<file path="src/fft_bins_pkg.sv">
// Shared widths, bus addresses, window constants and bridge states
// for the sliding-window spectral bin accelerator
`default_nettype none

package fft_bins_pkg;

  // ----------------------------------------
  // Widths
  // ----------------------------------------
  localparam int SAMPLE_W = 16;
  // Eight 16-bit samples need three extra bits
  localparam int ACC_W    = 19;
  localparam int WORD_W   = 32;

  typedef logic signed [SAMPLE_W-1:0] sample_t;
  typedef logic signed [ACC_W-1:0]    acc_t;
  typedef logic [WORD_W-1:0]          word_t;
  typedef logic [WORD_W-1:0]          addr_t;

  // ----------------------------------------
  // Window
  // ----------------------------------------
  localparam int WINDOW_LEN   = 8;
  localparam int WINDOW_SHIFT = 3;

  // ----------------------------------------
  // Address map
  // ----------------------------------------
  localparam addr_t BASE_ADDR = 32'h3000_0000;
  localparam addr_t BIN_ADDR  = BASE_ADDR + 32'd4;

  // Bridge sequencing
  typedef enum logic [1:0] {
    IDLE = 2'd0,
    BUSY = 2'd1,
    DONE = 2'd2,
    LOOP = 2'd3
  } bridge_state_t;

endpackage

`default_nettype wire

</file>
<file path="src/accel_link_if.sv">
// Sample and result streams between the bus bridge and the bin engine
// The bridge pushes samples, the combiner returns packed bin words
`default_nettype none

interface accel_link_if;

  // Sample stream into both accumulators
  logic                  smp_val;
  logic                  smp_rdy;
  fft_bins_pkg::sample_t smp_data;

  // Packed bin word back to the bridge
  logic                  res_val;
  logic                  res_rdy;
  fft_bins_pkg::word_t   res_data;

  modport bridge (
    output smp_val,
    output smp_data,
    output res_rdy,
    input  smp_rdy,
    input  res_val,
    input  res_data
  );

  modport accum (
    input smp_val,
    input smp_data
  );

  modport combiner (
    output smp_rdy,
    output res_val,
    output res_data,
    input  res_rdy
  );

endinterface

`default_nettype wire

</file>
<file path="src/wb_stream_bridge.sv">
// Wishbone slave in front of the bin engine
// Holds the loopback register and sequences sample writes and bin reads
`default_nettype none

module wb_stream_bridge (
  input  logic                clk,
  input  logic                reset,
  input  logic                wbs_stb_i,
  input  logic                wbs_cyc_i,
  input  logic                wbs_we_i,
  input  fft_bins_pkg::addr_t wbs_adr_i,
  input  fft_bins_pkg::word_t wbs_dat_i,
  output logic                wbs_ack_o,
  output fft_bins_pkg::word_t wbs_dat_o,
  accel_link_if.bridge        link
);

  fft_bins_pkg::bridge_state_t state;
  fft_bins_pkg::bridge_state_t next_state;

  fft_bins_pkg::word_t loopback_reg;
  logic                loopback_en;
  logic                rd_sel_bin;

  logic bus_req;
  logic is_write_loop;
  logic is_read_loop;
  logic is_write_bin;
  logic is_read_bin;

  // ----------------------------------------
  // Access decode
  // ----------------------------------------
  assign bus_req = wbs_stb_i && wbs_cyc_i;

  always_comb begin
    is_write_loop = bus_req && wbs_we_i && (wbs_adr_i == fft_bins_pkg::BASE_ADDR);
    is_read_loop  = bus_req && !wbs_we_i && (wbs_adr_i == fft_bins_pkg::BASE_ADDR);
    is_write_bin  = bus_req && wbs_we_i && (wbs_adr_i == fft_bins_pkg::BIN_ADDR);
    is_read_bin   = bus_req && !wbs_we_i && (wbs_adr_i == fft_bins_pkg::BIN_ADDR);
  end

  // Loopback register
  always_ff @(posedge clk) begin
    if (reset) begin
      loopback_reg <= '0;
    end else if (loopback_en) begin
      loopback_reg <= wbs_dat_i;
    end
  end

  // Sample is the low half of the written word
  assign link.smp_data = wbs_dat_i[fft_bins_pkg::SAMPLE_W-1:0];

  assign wbs_dat_o = rd_sel_bin ? link.res_data : loopback_reg;

  // ----------------------------------------
  // State machine
  // ----------------------------------------
  always_ff @(posedge clk) begin
    if (reset) begin
      state <= fft_bins_pkg::IDLE;
    end else begin
      state <= next_state;
    end
  end

  always_comb begin
    next_state    = state;
    wbs_ack_o     = 1'b0;
    link.smp_val  = 1'b0;
    link.res_rdy  = 1'b0;
    loopback_en   = 1'b0;
    rd_sel_bin    = 1'b0;
    case (state)
      fft_bins_pkg::IDLE: begin
        // Sample write waits while the engine still holds a result
        if (is_write_bin && link.smp_rdy) begin
          link.smp_val = 1'b1;
          next_state   = fft_bins_pkg::BUSY;
        end else if (is_write_loop) begin
          wbs_ack_o   = 1'b1;
          loopback_en = 1'b1;
          next_state  = fft_bins_pkg::LOOP;
        end
      end
      fft_bins_pkg::BUSY: begin
        // Write completes once the packed bins are ready
        if (is_write_bin && link.res_val) begin
          wbs_ack_o  = 1'b1;
          next_state = fft_bins_pkg::DONE;
        end
      end
      fft_bins_pkg::DONE: begin
        rd_sel_bin = 1'b1;
        if (is_read_bin) begin
          wbs_ack_o    = 1'b1;
          link.res_rdy = 1'b1;
          next_state   = fft_bins_pkg::IDLE;
        end
      end
      fft_bins_pkg::LOOP: begin
        if (is_read_loop) begin
          wbs_ack_o  = 1'b1;
          next_state = fft_bins_pkg::IDLE;
        end
      end
      default: begin
        next_state = fft_bins_pkg::IDLE;
      end
    endcase
  end

  // ----------------------------------------
  // Assertions
  // ----------------------------------------
  ack_needs_request: assert property (
    @(posedge clk) disable iff (reset)
    wbs_ack_o |-> (wbs_stb_i && wbs_cyc_i)
  );

  // Accumulators capture on smp_val alone, so the combiner must be free
  sample_only_when_ready: assert property (
    @(posedge clk) disable iff (reset)
    link.smp_val |-> (link.smp_rdy && !link.res_val)
  );

endmodule

`default_nettype wire

</file>
<file path="src/dc_window_accum.sv">
// DC bin over the last eight samples
// Keeps a sample history and a running sum updated per sample
`default_nettype none

module dc_window_accum (
  input  logic               clk,
  input  logic               reset,
  accel_link_if.accum        link,
  output logic               dc_val_o,
  output fft_bins_pkg::acc_t dc_sum_o
);

  // Entry 0 is the newest sample
  fft_bins_pkg::sample_t hist [fft_bins_pkg::WINDOW_LEN];

  fft_bins_pkg::acc_t new_smp;
  fft_bins_pkg::acc_t old_smp;

  // Widen both ends of the window to the sum width
  assign new_smp = fft_bins_pkg::acc_t'(link.smp_data);
  assign old_smp = fft_bins_pkg::acc_t'(hist[fft_bins_pkg::WINDOW_LEN-1]);

  // ----------------------------------------
  // History shift
  // ----------------------------------------
  always_ff @(posedge clk) begin
    if (reset) begin
      for (int i = 0; i < fft_bins_pkg::WINDOW_LEN; i++) begin
        hist[i] <= '0;
      end
    end else if (link.smp_val) begin
      hist[0] <= link.smp_data;
      for (int i = 1; i < fft_bins_pkg::WINDOW_LEN; i++) begin
        hist[i] <= hist[i-1];
      end
    end
  end

  // Running sum, add the new sample and drop the oldest
  always_ff @(posedge clk) begin
    if (reset) begin
      dc_sum_o <= '0;
      dc_val_o <= 1'b0;
    end else begin
      dc_val_o <= link.smp_val;
      if (link.smp_val) begin
        dc_sum_o <= dc_sum_o + new_smp - old_smp;
      end
    end
  end

endmodule

`default_nettype wire

</file>
<file path="src/nyquist_window_accum.sv">
// Nyquist bin over the last eight samples
// Alternating-sign sum with the newest sample taken positive
`default_nettype none

module nyquist_window_accum (
  input  logic               clk,
  input  logic               reset,
  accel_link_if.accum        link,
  output logic               nyq_val_o,
  output fft_bins_pkg::acc_t nyq_sum_o
);

  fft_bins_pkg::sample_t hist [fft_bins_pkg::WINDOW_LEN];

  fft_bins_pkg::acc_t new_smp;
  fft_bins_pkg::acc_t old_smp;

  assign new_smp = fft_bins_pkg::acc_t'(link.smp_data);
  assign old_smp = fft_bins_pkg::acc_t'(hist[fft_bins_pkg::WINDOW_LEN-1]);

  // ----------------------------------------
  // History shift
  // ----------------------------------------
  always_ff @(posedge clk) begin
    if (reset) begin
      for (int i = 0; i < fft_bins_pkg::WINDOW_LEN; i++) begin
        hist[i] <= '0;
      end
    end else if (link.smp_val) begin
      hist[0] <= link.smp_data;
      for (int i = 1; i < fft_bins_pkg::WINDOW_LEN; i++) begin
        hist[i] <= hist[i-1];
      end
    end
  end

  // ----------------------------------------
  // Alternating sum
  // ----------------------------------------
  // Every sample already in the window flips sign when a new one
  // arrives, so negate the old sum. The leaving sample had a minus
  // sign and turns positive after the flip, hence it is subtracted
  always_ff @(posedge clk) begin
    if (reset) begin
      nyq_sum_o <= '0;
      nyq_val_o <= 1'b0;
    end else begin
      nyq_val_o <= link.smp_val;
      if (link.smp_val) begin
        nyq_sum_o <= new_smp - nyq_sum_o - old_smp;
      end
    end
  end

endmodule

`default_nettype wire

</file>
<file path="src/bin_combiner.sv">
// Scales the DC and Nyquist bins and packs them into one bus word
// The word is held until the bridge reads it
`default_nettype none

module bin_combiner (
  input  logic               clk,
  input  logic               reset,
  input  logic               dc_val_i,
  input  fft_bins_pkg::acc_t dc_sum_i,
  input  logic               nyq_val_i,
  input  fft_bins_pkg::acc_t nyq_sum_i,
  accel_link_if.combiner     link
);

  logic               capture;
  fft_bins_pkg::acc_t dc_scaled;
  fft_bins_pkg::acc_t nyq_scaled;

  assign capture = dc_val_i && nyq_val_i;

  // Arithmetic shift divides by the window length, rounding down
  assign dc_scaled  = dc_sum_i >>> fft_bins_pkg::WINDOW_SHIFT;
  assign nyq_scaled = nyq_sum_i >>> fft_bins_pkg::WINDOW_SHIFT;

  // New samples only while no result is pending
  assign link.smp_rdy = !link.res_val;

  // ----------------------------------------
  // Result hold
  // ----------------------------------------
  always_ff @(posedge clk) begin
    if (reset) begin
      link.res_val <= 1'b0;
    end else if (capture) begin
      link.res_val <= 1'b1;
    end else if (link.res_rdy) begin
      link.res_val <= 1'b0;
    end
  end

  // DC in the upper half, Nyquist in the lower half
  always_ff @(posedge clk) begin
    if (capture) begin
      link.res_data <= {dc_scaled[fft_bins_pkg::SAMPLE_W-1:0],
                        nyq_scaled[fft_bins_pkg::SAMPLE_W-1:0]};
    end
  end

  // ----------------------------------------
  // Assertions
  // ----------------------------------------
  bins_arrive_together: assert property (
    @(posedge clk) disable iff (reset)
    dc_val_i == nyq_val_i
  );

  no_capture_while_held: assert property (
    @(posedge clk) disable iff (reset)
    capture |-> !link.res_val
  );

endmodule

`default_nettype wire

</file>
<file path="src/window_bins_top.sv">
// Top level of the window bin accelerator with plain Wishbone ports
// Wires the bus bridge, both accumulators and the combiner
`default_nettype none

module window_bins_top (
  input  logic                clk,
  input  logic                reset,
  input  logic                wbs_stb_i,
  input  logic                wbs_cyc_i,
  input  logic                wbs_we_i,
  // Byte selects are ignored, full-word accesses only
  input  logic [3:0]          wbs_sel_i,
  input  fft_bins_pkg::addr_t wbs_adr_i,
  input  fft_bins_pkg::word_t wbs_dat_i,
  output logic                wbs_ack_o,
  output fft_bins_pkg::word_t wbs_dat_o
);

  accel_link_if link ();

  logic               dc_val;
  fft_bins_pkg::acc_t dc_sum;
  logic               nyq_val;
  fft_bins_pkg::acc_t nyq_sum;

  // ----------------------------------------
  // Bus side
  // ----------------------------------------
  wb_stream_bridge u_bridge (
    .clk       (clk),
    .reset     (reset),
    .wbs_stb_i (wbs_stb_i),
    .wbs_cyc_i (wbs_cyc_i),
    .wbs_we_i  (wbs_we_i),
    .wbs_adr_i (wbs_adr_i),
    .wbs_dat_i (wbs_dat_i),
    .wbs_ack_o (wbs_ack_o),
    .wbs_dat_o (wbs_dat_o),
    .link      (link.bridge)
  );

  // ----------------------------------------
  // Bin engine
  // ----------------------------------------
  dc_window_accum u_dc (
    .clk      (clk),
    .reset    (reset),
    .link     (link.accum),
    .dc_val_o (dc_val),
    .dc_sum_o (dc_sum)
  );

  nyquist_window_accum u_nyq (
    .clk       (clk),
    .reset     (reset),
    .link      (link.accum),
    .nyq_val_o (nyq_val),
    .nyq_sum_o (nyq_sum)
  );

  bin_combiner u_comb (
    .clk       (clk),
    .reset     (reset),
    .dc_val_i  (dc_val),
    .dc_sum_i  (dc_sum),
    .nyq_val_i (nyq_val),
    .nyq_sum_i (nyq_sum),
    .link      (link.combiner)
  );

endmodule

`default_nettype wire

</file>
<file path="config.mk">
export PLATFORM = sky130hd
export DESIGN_NAME = window_bins_top
export DESIGN_NICKNAME = d
export VERILOG_FILES = /design/src/fft_bins_pkg.sv /design/src/accel_link_if.sv /design/src/wb_stream_bridge.sv /design/src/dc_window_accum.sv /design/src/nyquist_window_accum.sv /design/src/bin_combiner.sv /design/src/window_bins_top.sv
export SDC_FILE = /design/constraint.sdc
export NUM_CORES = 1
export LEC_CHECK = 0
export ABC_CLOCK_PERIOD_IN_PS = 6400
export BUFFER_PORTS_ARGS = -buffer_cell sky130_fd_sc_hd__clkbuf_2
export CAP_MARGIN = 25
export CORE_MARGIN = 10
export CORE_UTILIZATION = 25
export CTS_CLUSTER_DIAMETER = 200
export DETAILED_ROUTE_END_ITERATION = 10
export PLACE_DENSITY_LB_ADDON = 0.05
export REMOVE_ABC_BUFFERS = 1
export SLEW_MARGIN = 0
export SYNTH_ARGS = -nofsm -noshare
export SYNTH_HDL_FRONTEND = slang
export SYNTH_SLANG_ARGS = --single-unit
</file>
<file path="constraint.sdc">
create_clock -name clk -period 6.4 [get_ports clk]
set_clock_uncertainty 0.2 [all_clocks]
set_input_delay 0.64 -clock clk [delete_from_list [all_inputs] [get_ports clk]]
set_output_delay 0.64 -clock clk [all_outputs]
set_load 0.01 [all_outputs]
</file>
==> results.ini <==
[clocking]
path_clk_slew_ns=0.06
numCtsBuffers=30
holdBufCountCts=0
postCtsSetupRepairBufs=0
clock_latency_ns=0.57
cts.root.buffer_cell=clkbuf_16
cts_buffer_depth=3
cts.sinks=234
cts_tree=done
post_cts_resized=0
h-tree-depth=1

[cells_and_area]
fin_nets=1306
layout-drive-gt1-share=0.171
largest_register_ff_count=111
diodes=0
synthToLayoutAreaGrowth_pct=19.2

[floorplanning]
core-area_mm2=0.0457
dieArea_mm2=0.0555
die_h_um=236
io_pins=106
start_util=0.255
die_x_um=236
rows=78

[route]
drt-wirelength-per-cell_um=17.2
finalWirelength_um=30700
dr.pass1.iters=4
ant_nets=0
drt_iter0_drc=340
dr_total_vias=7670
drc=0
vias_per_cell=4.31

[critical_path]
critical_path.cell_chain=fa_1, inv_1, ha_1, a211oi_1, o21ai_0, a221o_1, o41ai_2, o21ai_0, nor4b_1, a311o_1
cp_data_required_time_ns=6.66
critPathKind=flip-flop to flip-flop
end_kind=flip-flop
crit_slowest_cell=fa_1
path_max_fanout=4
max_stage_delay_ns=0.57
crit_arrival_ns=4.17
critPathLaunchType=flip-flop
worst_path_most_repeated_cell=o21ai_0

[status]
status=completed

[timing]
slew_violations=0
worst_slack_ns=2.49
finalHoldViolations=0
rsz0062_at_grt=false
max_freq_mhz=256
tns_ns=0
max_slew_margin=0.423
min_period_over_period=0.611
worst_pin_slew_ns=0.864
final.min_clock_period_ns=3.91
setup_violations=0

[placement]
gp_congestion=0.754
dpl.hpwl_um=20700
post-place-ws_ns=1.95
portBuffers=101

[synth]
synth_area_mm2=0.0116
synth_area_leader_cell=edfxtp_1
syn_inst=1058
async_flop_share=0
ys_seq_area_frac=0.541
yosysTopAreaCellShare=0.413
synth_seq_cells=234
synth.distinct_cells=60
ys_warn_count=0
synth_edf_count=160
ys.flop_type=edfxtp_1
yosys-top-cells-area=edfxtp_1 (41%), dfxtp_1 (13%), fa_1 (6.2%), and2_1 (4.5%), ha_1 (4.3%)
avgSynthCellArea_um2=11.0
synth_common_cells=edfxtp_1 (160), nand2_1 (129), inv_1 (113), and2_1 (83), a21oi_1 (81)
yosysMostFrequentCell=edfxtp_1

[power]
pwr-share-clk=0.459
comb_power_share=0.098
leakage_nw=5.28
powerDensity_mw_per_mm2=269
p_total_mw=3.73
vdd_drop_max_uv=170
p_int_mw=2.83
p_sw_frac=0.241
seqPwrFrac=0.443
switchingPower_uw=899

[grt]
grt_max_degree=60
grt_pass1_wl_um=48300
overflow=0
grt_pass1_vias=8073
grt_usage=0.109
antenna_found_initial=0

[run]
cap_violations=0

[hold_path]
hold_path_class=input port to flip-flop

## path summary, 6_finish.rpt
check / start / end / slack (ns) / cells after the start
min: wbs_dat_i[24] / u_bridge.loopback_reg[24] / 0.09 / 3
max reg2reg: u_dc.hist[0][113] / u_dc.dc_sum_o[15] / 2.49 / 10
min reg2reg: u_dc.dc_sum_o[17] / u_comb.link.res_data[30] / 0.23 / 0
max: u_dc.hist[0][113] / u_dc.dc_sum_o[15] / 2.49 / 10
## area by class of cell
| class | instances | area (um2) |
|---|---|---|
| Tap cell | 600 | 751 |
| Clock inverter | 11 | 130 |
| Multi-Input combinational cell | 664 | 4770 |
| Clock buffer | 45 | 858 |
| Sequential cell | 234 | 6290 |
| Timing Repair Buffer | 114 | 643 |
| Fill cell | 4788 | 31800 |
| Inverter | 113 | 427 |
## per-stage QoR
stage	std cells	util	area, um2	hold slack, ns
5_1_grt	1781	0.304	13900	0.0717
4_1_cts	1780	0.303	13800	0.0590
6_report	1781	0.304	13900	0.0934
3_3_place_gp	1724	0.281	12900	0.227
2_1_floorplan	1011	-	11400	0.208
3_5_place_dp	1724	0.281	12900	0.218
## critical path: cells and delay by family, from the launching register on
family	cells	cell delay, ns
AO/OA/AOI/OAI	6	2.06
adder cells (fa/ha/maj)	2	0.87
flip-flops	1	0.44
AND/OR/NAND/NOR	1	0.18
buffers and inverters	1	0.06
## per-layer routing
| layer | vias up | wire length, um | track usage |
|---|---|---|---|
| li1 | 3823 | - | - |
| met1 | 3696 | 15700 | 0.154 |
| met2 | 114 | 13100 | 0.166 |
| met3 | 37 | 1430 | 0.0223 |
| met4 | 0 | 477 | 0.0277 |
| met5 | - | 0 | 0 |
## power by group through the flow
stage | sequential, mW | clock, mW | combinational (mW)
6_report | 1.65 | 1.71 | 0.366
5_1_grt | 1.65 | 1.84 | 0.420
4_1_cts | 1.65 | 1.78 | 0.373
3_5_place_dp | 1.68 | 0 | 0.370
3_3_place_gp | 1.68 | 0 | 0.371
2_1_floorplan | 1.68 | 0 | 0.249
## cell usage in the layout (no fill, tap or decap), drive strengths merged, types with 6 or more instances in the layout
| cell | netlist | routed |
|---|---|---|
| o21ai | 18 | 18 |
| clkbuf | 42 | 145 |
| nor4b | 6 | 6 |
| or4 | 6 | 6 |
| nand3 | 14 | 14 |
| edfxtp | 160 | 160 |
| fa | 36 | 36 |
| a211oi | 9 | 9 |
| inv | 113 | 113 |
| o211ai | 7 | 7 |
| nor3 | 22 | 22 |
| xor2 | 6 | 6 |
| buf | 5 | 14 |
| nor2 | 34 | 34 |
| and2 | 83 | 83 |
| ha | 40 | 40 |
| dfxtp | 74 | 74 |
| o21a | 7 | 7 |
| mux2 | 35 | 35 |
| a21o | 14 | 14 |
| nor2b | 38 | 38 |
| xnor2 | 18 | 18 |
| clkinv | 0 | 6 |
| a21oi | 81 | 81 |
| and3 | 6 | 6 |
| nor4 | 8 | 8 |
| nand2 | 129 | 129 |
## cell families after synthesis
logic type,count (synthesis),share of synthesized area
compound gates,163,0.0871
xor+xnor,24,0.0181
fa+ha+maj,76,0.105
buf+inv,160,0.0521
flops,234,0.541
mux,36,0.0348
simple gates,365,0.162
Note: power is estimated with default switching activity, not from simulation.
